**config.mk**
```make
export PLATFORM = sky130hd
export DESIGN_NAME = eth_gtx_bridge
export DESIGN_NICKNAME = d
export VERILOG_FILES = /design/src/design/eth_link_pkg.sv /design/src/design/eth_frame_pkg.sv /design/src/design/gtx_gearbox.sv /design/src/design/symbol_link.sv /design/src/design/cfg_regs.sv /design/src/design/lb_cmd_engine.sv /design/src/design/eth_gtx_bridge.sv
export SDC_FILE = /design/constraint.sdc
export NUM_CORES = 1
export LEC_CHECK = 0
export ABC_AREA = 1
export BUFFER_PORTS_ARGS = -buffer_cell sky130_fd_sc_hd__buf_2
export CORE_MARGIN = 10
export CORE_UTILIZATION = 25
export DETAILED_ROUTE_END_ITERATION = 8
export PLACE_DENSITY = 0.47
export RECOVER_POWER = 100
export SLEW_MARGIN = 20
export SYNTH_ARGS = -nofsm -noshare
export SYNTH_HDL_FRONTEND = slang
export SYNTH_SLANG_ARGS = --single-unit
```
**constraint.sdc**
```tcl
create_clock -name cfg_clk -period 15.7 [get_ports cfg_clk]
set_clock_uncertainty 0.15 [all_clocks]
set_input_delay 3.14 -clock cfg_clk [delete_from_list [all_inputs] [get_ports cfg_clk]]
set_output_delay 3.14 -clock cfg_clk [all_outputs]
set_load 0.01 [all_outputs]
```
**src/design/eth_link_pkg.sv**
```systemverilog
package eth_link_pkg;

   // ------------------------------------------------------------
   // Line widths
   // ------------------------------------------------------------

   // One line symbol
   localparam int sym_w = 10;
   // Transceiver word, two symbols
   localparam int gtx_w = 20;

   // ------------------------------------------------------------
   // Control codes
   // ------------------------------------------------------------

   localparam logic [3:0] ctl_idle = 4'd0;
   localparam logic [3:0] ctl_sof  = 4'd1;
   localparam logic [3:0] ctl_eof  = 4'd2;

   // Idle symbol, kind set and spare bits clear
   localparam logic [sym_w-1:0] sym_idle = {1'b1, 5'b00000, ctl_idle};

   // Symbol read as data or as control, selected by bit 9
   typedef union packed {
      // Data view, kind 0, odd parity over the byte
      struct packed {
         logic       kind;
         logic       parity;
         logic [7:0] data;
      } dat;
      // Control view, kind 1, spare must be zero
      struct packed {
         logic       kind;
         logic [4:0] spare;
         logic [3:0] code;
      } ctl;
   } line_symbol_t;

endpackage

```
**src/design/eth_frame_pkg.sv**
```systemverilog
package eth_frame_pkg;

   // Data bytes between SOF and EOF, command and reply alike
   localparam int cmd_len = 14;
   localparam int frame_w = 8 * cmd_len;

   // Byte offsets in the frame, multi-byte fields big-endian
   localparam int off_ip   = 0;
   localparam int off_port = 4;
   localparam int off_op   = 6;
   localparam int off_addr = 7;
   localparam int off_data = 10;

   // Configuration banks on cfg_addr[4]
   localparam logic sel_ipaddr = 1'b0;
   localparam logic sel_udp    = 1'b1;
   localparam int   ip_bytes   = 4;
   localparam int   port_bytes = 2;

   // Command engine sequence
   localparam logic [2:0] st_idle = 3'd0;
   localparam logic [2:0] st_bus  = 3'd1;
   localparam logic [2:0] st_cap  = 3'd2;
   localparam logic [2:0] st_sof  = 3'd3;
   localparam logic [2:0] st_data = 3'd4;
   localparam logic [2:0] st_eof  = 3'd5;

endpackage

```
**src/design/gtx_gearbox.sv**
```systemverilog
`timescale 1ns/1ns

module gtx_gearbox (
   input  logic                             cfg_clk,
   input  logic                             rst_n,
   input  logic [eth_link_pkg::gtx_w-1:0]   gtx_rxd,
   input  eth_link_pkg::line_symbol_t       tx_sym,
   output logic [eth_link_pkg::gtx_w-1:0]   gtx_txd,
   output eth_link_pkg::line_symbol_t       rx_sym,
   output logic                             rx_sym_valid
);

   // Word phase, zero on the first cycle out of reset
   logic                           phase;
   // Receive word held for two symbol cycles
   logic [eth_link_pkg::gtx_w-1:0] rx_word;
   // Earlier transmit symbol of the pair
   eth_link_pkg::line_symbol_t     tx_hold;

   always_ff @(posedge cfg_clk) begin
      if (!rst_n) begin
         phase <= 1'b0;
      end else begin
         phase <= ~phase;
      end
   end

   // ------------------------------------------------------------
   // Receive split
   // ------------------------------------------------------------

   always_ff @(posedge cfg_clk) begin
      if (!phase) begin
         rx_word <= gtx_rxd;
      end
   end

   // Valid once the first word is in
   always_ff @(posedge cfg_clk) begin
      if (!rst_n) begin
         rx_sym_valid <= 1'b0;
      end else if (!phase) begin
         rx_sym_valid <= 1'b1;
      end
   end

   // Low half first, high half on the following cycle
   assign rx_sym = phase ? rx_word[eth_link_pkg::sym_w-1:0]
                         : rx_word[eth_link_pkg::gtx_w-1:eth_link_pkg::sym_w];

   // ------------------------------------------------------------
   // Transmit pack
   // ------------------------------------------------------------

   always_ff @(posedge cfg_clk) begin
      if (!phase) begin
         tx_hold <= tx_sym;
      end
   end

   // New word seen on phase-zero cycles
   always_ff @(posedge cfg_clk) begin
      if (!rst_n) begin
         gtx_txd <= {eth_link_pkg::sym_idle, eth_link_pkg::sym_idle};
      end else if (phase) begin
         gtx_txd <= {tx_sym, tx_hold};
      end
   end

endmodule

```
**src/design/symbol_link.sv**
```systemverilog
`timescale 1ns/1ns

module symbol_link (
   input  logic                       cfg_clk,
   input  logic                       rst_n,
   // Receive symbols from the gearbox
   input  eth_link_pkg::line_symbol_t rx_sym,
   input  logic                       rx_sym_valid,
   output logic [7:0]                 rx_byte,
   output logic                       rx_byte_valid,
   output logic                       rx_sof,
   output logic                       rx_eof,
   output logic                       rx_bad,
   // Transmit request, one symbol per handshake
   input  logic                       tx_req,
   input  logic [7:0]                 tx_byte,
   input  logic                       tx_ctl,
   input  logic [3:0]                 tx_ctl_code,
   output logic                       tx_ack,
   output eth_link_pkg::line_symbol_t tx_sym
);

   eth_link_pkg::line_symbol_t tx_next;
   // Symbol of the pending request is on the line
   logic                       tx_sent;

   // ------------------------------------------------------------
   // Receive decode
   // ------------------------------------------------------------

   always_ff @(posedge cfg_clk) begin
      if (!rst_n) begin
         rx_byte_valid <= 1'b0;
         rx_sof        <= 1'b0;
         rx_eof        <= 1'b0;
         rx_bad        <= 1'b0;
      end else begin
         rx_byte_valid <= 1'b0;
         rx_sof        <= 1'b0;
         rx_eof        <= 1'b0;
         rx_bad        <= 1'b0;
         if (rx_sym_valid) begin
            if (!rx_sym.dat.kind) begin
               // Odd count of ones over parity and byte
               if (^{rx_sym.dat.parity, rx_sym.dat.data}) begin
                  rx_byte_valid <= 1'b1;
               end else begin
                  rx_bad <= 1'b1;
               end
            end else if (rx_sym.ctl.spare != 5'd0) begin
               rx_bad <= 1'b1;
            end else begin
               case (rx_sym.ctl.code)
                  eth_link_pkg::ctl_idle: ;
                  eth_link_pkg::ctl_sof:  rx_sof <= 1'b1;
                  eth_link_pkg::ctl_eof:  rx_eof <= 1'b1;
                  default:                rx_bad <= 1'b1;
               endcase
            end
         end
      end
   end

   always_ff @(posedge cfg_clk) begin
      rx_byte <= rx_sym.dat.data;
   end

   // ------------------------------------------------------------
   // Transmit encode
   // ------------------------------------------------------------

   always_comb begin
      if (tx_ctl) begin
         tx_next.ctl.kind  = 1'b1;
         tx_next.ctl.spare = 5'd0;
         tx_next.ctl.code  = tx_ctl_code;
      end else begin
         tx_next.dat.kind   = 1'b0;
         tx_next.dat.parity = ~^tx_byte;
         tx_next.dat.data   = tx_byte;
      end
   end

   // Emit once per request, ack a cycle later, idle otherwise
   always_ff @(posedge cfg_clk) begin
      if (!rst_n) begin
         tx_sym  <= eth_link_pkg::sym_idle;
         tx_sent <= 1'b0;
         tx_ack  <= 1'b0;
      end else if (tx_req && !tx_ack && !tx_sent) begin
         tx_sym  <= tx_next;
         tx_sent <= 1'b1;
      end else begin
         tx_sym <= eth_link_pkg::sym_idle;
         if (tx_sent) begin
            tx_ack  <= 1'b1;
            tx_sent <= 1'b0;
         end else if (!tx_req) begin
            // Requester has let go
            tx_ack <= 1'b0;
         end
      end
   end

endmodule

```
**src/design/cfg_regs.sv**
```systemverilog
`timescale 1ns/1ns

module cfg_regs (
   input  logic        cfg_clk,
   input  logic        rst_n,
   input  logic        cfg_valid,
   input  logic [4:0]  cfg_addr,
   input  logic [7:0]  cfg_wdata,
   output logic [31:0] cfg_ip,
   output logic [15:0] cfg_port
);

   // ------------------------------------------------------------
   // Byte writes, index 0 is the top byte
   // ------------------------------------------------------------

   always_ff @(posedge cfg_clk) begin
      if (!rst_n) begin
         // 192.168.7.4
         cfg_ip   <= 32'hc0a8_0704;
         cfg_port <= 16'h0bd4;
      end else if (cfg_valid) begin
         // IP bank
         if (cfg_addr[4] == eth_frame_pkg::sel_ipaddr) begin
            for (int i = 0; i < eth_frame_pkg::ip_bytes; i++) begin
               if (cfg_addr[3:0] == 4'(i)) begin
                  cfg_ip[8*(eth_frame_pkg::ip_bytes-1-i) +: 8] <= cfg_wdata;
               end
            end
         end
         // UDP port bank
         if (cfg_addr[4] == eth_frame_pkg::sel_udp) begin
            for (int i = 0; i < eth_frame_pkg::port_bytes; i++) begin
               if (cfg_addr[3:0] == 4'(i)) begin
                  cfg_port[8*(eth_frame_pkg::port_bytes-1-i) +: 8] <= cfg_wdata;
               end
            end
         end
         // Indices past the bank are dropped
      end
   end

endmodule

```
**src/design/lb_cmd_engine.sv**
```systemverilog
`timescale 1ns/1ns

module lb_cmd_engine (
   input  logic        cfg_clk,
   input  logic        rst_n,
   input  logic        cfg_enable_rx,
   input  logic [31:0] cfg_ip,
   input  logic [15:0] cfg_port,
   // Receive side of the symbol link
   input  logic [7:0]  rx_byte,
   input  logic        rx_byte_valid,
   input  logic        rx_sof,
   input  logic        rx_eof,
   input  logic        rx_bad,
   // Transmit handshake
   input  logic        tx_ack,
   output logic        tx_req,
   output logic [7:0]  tx_byte,
   output logic        tx_ctl,
   output logic [3:0]  tx_ctl_code,
   // Local bus
   input  logic [31:0] lb_rdata,
   output logic        lb_valid,
   output logic        lb_rnw,
   output logic [23:0] lb_addr,
   output logic [31:0] lb_wdata,
   output logic        lb_renable,
   output logic        rx_mon,
   output logic        tx_mon
);

   // Incoming frame and outgoing reply, first byte on top
   logic [eth_frame_pkg::frame_w-1:0] fr;
   logic [eth_frame_pkg::frame_w-1:0] rp;
   logic [4:0]                        cnt;
   logic [3:0]                        tx_cnt;
   logic [2:0]                        state;
   logic                              in_frame;
   logic                              addr_ok;
   logic                              accept;
   logic [7:0]                        op_byte;

   // Destination checks
   assign addr_ok =
      (fr[eth_frame_pkg::frame_w - 8*eth_frame_pkg::off_ip - 1 -: 32] == cfg_ip) &&
      (fr[eth_frame_pkg::frame_w - 8*eth_frame_pkg::off_port - 1 -: 16] == cfg_port);
   assign op_byte = fr[eth_frame_pkg::frame_w - 8*eth_frame_pkg::off_op - 1 -: 8];

   assign accept = (state == eth_frame_pkg::st_idle) && in_frame && rx_eof &&
                   cfg_enable_rx && addr_ok && (cnt == 5'(eth_frame_pkg::cmd_len));

   // Fields stay put while tx_req is high
   assign tx_byte     = rp[eth_frame_pkg::frame_w-1 -: 8];
   assign tx_ctl      = (state != eth_frame_pkg::st_data);
   assign tx_ctl_code = (state == eth_frame_pkg::st_sof) ? eth_link_pkg::ctl_sof
                                                        : eth_link_pkg::ctl_eof;

   // ------------------------------------------------------------
   // Frame collection
   // ------------------------------------------------------------

   // SOF restarts, bad symbol aborts, busy drops everything
   always_ff @(posedge cfg_clk) begin
      if (!rst_n) begin
         in_frame <= 1'b0;
         cnt      <= 5'd0;
      end else if (state != eth_frame_pkg::st_idle) begin
         in_frame <= 1'b0;
      end else if (rx_sof) begin
         in_frame <= 1'b1;
         cnt      <= 5'd0;
      end else if (rx_bad || rx_eof) begin
         in_frame <= 1'b0;
      end else if (rx_byte_valid && in_frame && cnt <= 5'(eth_frame_pkg::cmd_len)) begin
         // Saturates one past the frame length
         cnt <= cnt + 5'd1;
      end
   end

   always_ff @(posedge cfg_clk) begin
      if (rx_byte_valid && in_frame && state == eth_frame_pkg::st_idle) begin
         fr <= {fr[eth_frame_pkg::frame_w-9:0], rx_byte};
      end
   end

   // ------------------------------------------------------------
   // Bus cycle and reply sequence
   // ------------------------------------------------------------

   always_ff @(posedge cfg_clk) begin
      if (!rst_n) begin
         state      <= eth_frame_pkg::st_idle;
         tx_req     <= 1'b0;
         tx_cnt     <= 4'd0;
         lb_valid   <= 1'b0;
         lb_renable <= 1'b0;
         lb_rnw     <= 1'b0;
         lb_addr    <= 24'd0;
         lb_wdata   <= 32'd0;
         rx_mon     <= 1'b0;
         tx_mon     <= 1'b0;
      end else begin
         lb_valid   <= 1'b0;
         lb_renable <= 1'b0;
         rx_mon     <= 1'b0;
         tx_mon     <= 1'b0;
         case (state)
            eth_frame_pkg::st_idle: if (accept) begin
               lb_valid   <= 1'b1;
               lb_renable <= op_byte[0];
               lb_rnw     <= op_byte[0];
               lb_addr    <= fr[eth_frame_pkg::frame_w - 8*eth_frame_pkg::off_addr - 1 -: 24];
               lb_wdata   <= fr[eth_frame_pkg::frame_w - 8*eth_frame_pkg::off_data - 1 -: 32];
               rx_mon     <= 1'b1;
               state      <= eth_frame_pkg::st_bus;
            end
            // Strobe cycle
            eth_frame_pkg::st_bus: state <= eth_frame_pkg::st_cap;
            // Read data valid here
            eth_frame_pkg::st_cap: begin
               tx_cnt <= 4'd0;
               state  <= eth_frame_pkg::st_sof;
            end
            eth_frame_pkg::st_sof, eth_frame_pkg::st_data, eth_frame_pkg::st_eof: begin
               if (!tx_req && !tx_ack) begin
                  tx_req <= 1'b1;
               end else if (tx_req && tx_ack) begin
                  tx_req <= 1'b0;
                  if (state == eth_frame_pkg::st_sof) begin
                     state <= eth_frame_pkg::st_data;
                  end else if (state == eth_frame_pkg::st_data) begin
                     tx_cnt <= tx_cnt + 4'd1;
                     if (tx_cnt == 4'(eth_frame_pkg::cmd_len - 1)) begin
                        state <= eth_frame_pkg::st_eof;
                     end
                  end else begin
                     tx_mon <= 1'b1;
                     state  <= eth_frame_pkg::st_idle;
                  end
               end
            end
            default: state <= eth_frame_pkg::st_idle;
         endcase
      end
   end

   // Reply body, IP from config, port to address echoed
   always_ff @(posedge cfg_clk) begin
      if (state == eth_frame_pkg::st_cap) begin
         rp <= {cfg_ip,
                fr[eth_frame_pkg::frame_w - 8*eth_frame_pkg::off_port - 1 :
                   eth_frame_pkg::frame_w - 8*eth_frame_pkg::off_data],
                lb_rnw ? lb_rdata : lb_wdata};
      end else if (state == eth_frame_pkg::st_data && tx_req && tx_ack) begin
         rp <= {rp[eth_frame_pkg::frame_w-9:0], 8'h00};
      end
   end

endmodule

```
**src/design/eth_gtx_bridge.sv**
```systemverilog
`timescale 1ns/1ns

module eth_gtx_bridge (
   input  logic        cfg_clk,
   input  logic        rst_n,
   // Transceiver words, low half is the earlier symbol
   input  logic [19:0] gtx_rxd,
   output logic [19:0] gtx_txd,
   // Configuration, cfg_addr[4] picks IP or UDP bank
   input  logic        cfg_enable_rx,
   input  logic        cfg_valid,
   input  logic [4:0]  cfg_addr,
   input  logic [7:0]  cfg_wdata,
   // Local bus
   output logic        lb_valid,
   output logic        lb_rnw,
   output logic [23:0] lb_addr,
   output logic [31:0] lb_wdata,
   output logic        lb_renable,
   input  logic [31:0] lb_rdata,
   // Monitors
   output logic        rx_mon,
   output logic        tx_mon
);

   eth_link_pkg::line_symbol_t rx_sym;
   eth_link_pkg::line_symbol_t tx_sym;
   logic                       rx_sym_valid;
   logic [7:0]                 rx_byte;
   logic                       rx_byte_valid;
   logic                       rx_sof;
   logic                       rx_eof;
   logic                       rx_bad;
   logic                       tx_req;
   logic                       tx_ack;
   logic [7:0]                 tx_byte;
   logic                       tx_ctl;
   logic [3:0]                 tx_ctl_code;
   logic [31:0]                cfg_ip;
   logic [15:0]                cfg_port;

   // Word to symbol rate conversion
   gtx_gearbox u_gearbox (
      .cfg_clk      (cfg_clk),
      .rst_n        (rst_n),
      .gtx_rxd      (gtx_rxd),
      .tx_sym       (tx_sym),
      .gtx_txd      (gtx_txd),
      .rx_sym       (rx_sym),
      .rx_sym_valid (rx_sym_valid)
   );

   // Symbol coding
   symbol_link u_link (
      .cfg_clk       (cfg_clk),
      .rst_n         (rst_n),
      .rx_sym        (rx_sym),
      .rx_sym_valid  (rx_sym_valid),
      .rx_byte       (rx_byte),
      .rx_byte_valid (rx_byte_valid),
      .rx_sof        (rx_sof),
      .rx_eof        (rx_eof),
      .rx_bad        (rx_bad),
      .tx_req        (tx_req),
      .tx_byte       (tx_byte),
      .tx_ctl        (tx_ctl),
      .tx_ctl_code   (tx_ctl_code),
      .tx_ack        (tx_ack),
      .tx_sym        (tx_sym)
   );

   cfg_regs u_cfg (
      .cfg_clk   (cfg_clk),
      .rst_n     (rst_n),
      .cfg_valid (cfg_valid),
      .cfg_addr  (cfg_addr),
      .cfg_wdata (cfg_wdata),
      .cfg_ip    (cfg_ip),
      .cfg_port  (cfg_port)
   );

   // Frame match, bus cycle and reply
   lb_cmd_engine u_engine (
      .cfg_clk       (cfg_clk),
      .rst_n         (rst_n),
      .cfg_enable_rx (cfg_enable_rx),
      .cfg_ip        (cfg_ip),
      .cfg_port      (cfg_port),
      .rx_byte       (rx_byte),
      .rx_byte_valid (rx_byte_valid),
      .rx_sof        (rx_sof),
      .rx_eof        (rx_eof),
      .rx_bad        (rx_bad),
      .tx_ack        (tx_ack),
      .tx_req        (tx_req),
      .tx_byte       (tx_byte),
      .tx_ctl        (tx_ctl),
      .tx_ctl_code   (tx_ctl_code),
      .lb_rdata      (lb_rdata),
      .lb_valid      (lb_valid),
      .lb_rnw        (lb_rnw),
      .lb_addr       (lb_addr),
      .lb_wdata      (lb_wdata),
      .lb_renable    (lb_renable),
      .rx_mon        (rx_mon),
      .tx_mon        (tx_mon)
   );

endmodule

```
==> flow_summary.json <==
{
  "slew_violations": 710,
  "cts_tree": "built",
  "syn_nets": 1686,
  "p_leak_nw": 7.419,
  "synth-seq-cells": 422,
  "n_fill_cell": 6679,
  "crit_required_ns": 16.02,
  "coreArea_mm2": 0.06435,
  "dpl.hpwl_um": 27580,
  "grt_max_degree": 81,
  "chipWidth_um": 274.5,
  "firstDrtPassIters": 5,
  "dp.cells": 2557,
  "drc": 0,
  "synth-xor-area-share_pct": 1.460,
  "cts_buffer_depth": 3,
  "ios": 150,
  "finalCritPeriodShare_pct": 49.38,
  "setup_viol": 0,
  "synth_area_leaders": "edfxtp_1, dfxtp_1, nand2_1",
  "failed_checks": "capacitance limit, slew limit",
  "fin_cells": 2643,
  "area_growth_pct": 18.38,
  "power_mw": 2.290,
  "io_buffers": 149,
  "drtAntennaViolNets": 0,
  "grt_antenna_before_repair": 0,
  "status": "finished, violations left",
  "pre_cts_ws_ns": 10.27,
  "setup_ws_ns": 7.948,
  "powerDensity_mw_per_mm2": 119.4,
  "synth_cell_types": 32,
  "synth_top_cell_by_area": "edfxtp_1",
  "finalWirelength_um": 41440,
  "reg2reg_depth": 5,
  "dieArea_mm2": 0.07536,
  "hp-start": "u_link.rx_byte[1]",
  "initial_core_util_pct": 25.17,
  "mostFrequentLayoutCells": "nand2_1, edfxtp_1, o21ai_0",
  "hp-class": "reg2reg",
  "synth_top_family_by_area": "simple AND/OR/NAND/NOR gates",
  "avgViaCountPerCell": 4.229,
  "synthMuxAreaShare_pct": 0.06180,
  "maxCapViolations": 13,
  "crit_top_cell": "clkbuf_1",
  "synth_top_area_share_pct": 47.10,
  "ctsRootBufferMaster": "clkbuf_16",
  "die_h_um": 274.5,
  "synth-simple-area-share_pct": 16.76,
  "drive_gt1_share_pct": 8.333,
  "synthAdderAreaFrac_pct": 1.004,
  "max-vdd-ir-drop_v": 0.00006635,
  "place_congestion": 0.7818,
  "postSynthCellCount": 1604,
  "clock_latency_ns": 0.58,
  "synth_compound_area_share_pct": 7.656,
  "numCtsBuffers": 46,
  "postSynth.asyncResetShare_pct": 0,
  "post_cts_resized": 0,
  "worstReg2RegEnd": "u_engine.rp[8]",
  "grt_remaining_overflow": 0,
  "routedWlPerCell_um": 15.68,
  "grt_usage_pct": 10.78,
  "drt_iter0_markers": 713,
  "hold_violations": 0,
  "synth_area_mm2": 0.01620,
  "hold-path-endpoint": "u_engine.fr[1]",
  "grt_pass1_wl_um": 63780,
  "hold_depth": 0,
  "final_util_pct": 29.79,
  "fmax_ghz": 0.1290,
  "r2r_slack_ns": 8.00,
  "num_vias": 11180,
  "max_slew.worst_pin.slew_ns": 3.724,
  "clock-sinks": 422,
  "cts.htree.levels": 2,
  "synth-edff-count": 254,
  "fin_crit_ns": 7.752,
  "whs_ns": 0.2541,
  "tns_ns": 0,
  "rsz0062_at_grt": "no",
  "final_common_cell": "nand2_1",
  "antennaDiodeCount": 0,
  "fin_area_mm2": 0.01917,
  "postPlaceCellArea_mm2": 0.01787,
  "rows": 93,
  "clkTransAtPathRegs_ns": 0.06,
  "cp-start-kind": "input port",
  "slew_headroom_pct": -148.2,
  "synth_flop_cell": "edfxtp_1",
  "crit_fanout": 58,
  "critPathKind": "in2reg",
  "synth_seq_area_share_pct": 67.86,
  "critical_path_arrival_ns": 8.07,
  "cts_hold_buffers": 0,
  "path_cells": "clkbuf_1 -> inv_1 -> clkbuf_1 -> nor2_4 -> clkbuf_1 -> nand2_1 -> o21ai_0",
  "finalNetCount": 1832,
  "crit_path_start": "rst_n",
  "critPathCaptureType": "flop",
  "critical_path.slowest_cell": "clkbuf_1",
  "yosysWarnings": 0,
  "postCtsSetupRepairBufs": 0,
  "slowest_delay_ns": 2.02,
  "syn_area_per_cell_um2": 10.10,
  "r2r_start": "u_engine.state[2]",
  "grt_pass1_vias": 11050
}
==> layer usage <==
metal	share of wire [%]	wire length, um	track usage, %
met3	6.6	2742	3.014
met1	47	19390	14.39
met4	2.1	852	2.993
met2	45	18460	16.85
met5	0	0	0
==> power by group <==
group	leakage (nW)	switching, mW	internal (mW)
registers	3.31	0.00478	1.18
clock network	0.720	0.447	0.599
logic	3.39	0.0387	0.0216
==> flip-flops by register name, summed over array words and instances, names as in the netlist, 3 cells and up <==
name               count
u_engine.fr          112
u_engine.rp          112
u_cfg.cfg_ip          32
u_engine.lb_wdata     32
u_engine.lb_addr      24
u_gearbox.gtx_txd     20
u_gearbox.rx_word     20
u_cfg.cfg_port        16
u_gearbox.tx_hold     10
u_link.tx_sym         10
u_link.rx_byte         8
u_engine.cnt           5
u_engine.tx_cnt        4
u_engine.state         3
==> critical path, delay by kind of cell <==
kind	cells	cell delay [ns]
buffers and inverters	4	4.21
AO/OA/AOI/OAI	1	0.19
AND/OR/NAND/NOR	2	0.47
==> how the worst max path moves through the flow <==
| stage | end | depth (start not counted) |
|---|---|---|
| after floorplan | u_engine.rp[0] | 3 |
| final | u_engine.lb_rnw | 7 |
| after global placement | u_engine.lb_rnw | 7 |
| after CTS | u_engine.lb_rnw | 7 |
| after global routing | u_engine.rp[8] | 5 |
| after detailed placement | u_engine.lb_rnw | 7 |
==> Yosys cell counts, types with 2 or more instances <==
library cell / count
and3_1: 2
nor4_1: 2
nand3_1: 61
nor3b_1: 2
a21oi_1: 58
clkbuf_1: 51
buf_1: 4
buf_2: 7
ha_1: 13
nand4_1: 2
dfxtp_1: 168
nor2_4: 2
xor2_1: 6
nor3_1: 6
nand2_1: 493
a31oi_1: 2
inv_2: 2
or2_2: 9
nor2_1: 99
edfxtp_1: 254
buf_6: 3
inv_1: 146
nand2_2: 2
xnor2_1: 21
o21ai_0: 182
==> cell type report <==
type	count	area, um^2	area share [%]
clock buffer	60	1254	6.539
clock inverter	26	220.2	1.149
inverter	149	559.3	2.917
multi-input combinational	967	4372	22.80
sequential	422	10990	57.33
tap	855	1070	5.580
timing repair buffer	164	706.9	3.687
==> cell families after synthesis <==
family	Yosys count
buf+inv	215
simple gates	681
fa+ha+maj	13
flops	422
xor+xnor	27
compound gates	245
mux	1
(Power assumes the default switching activity.)
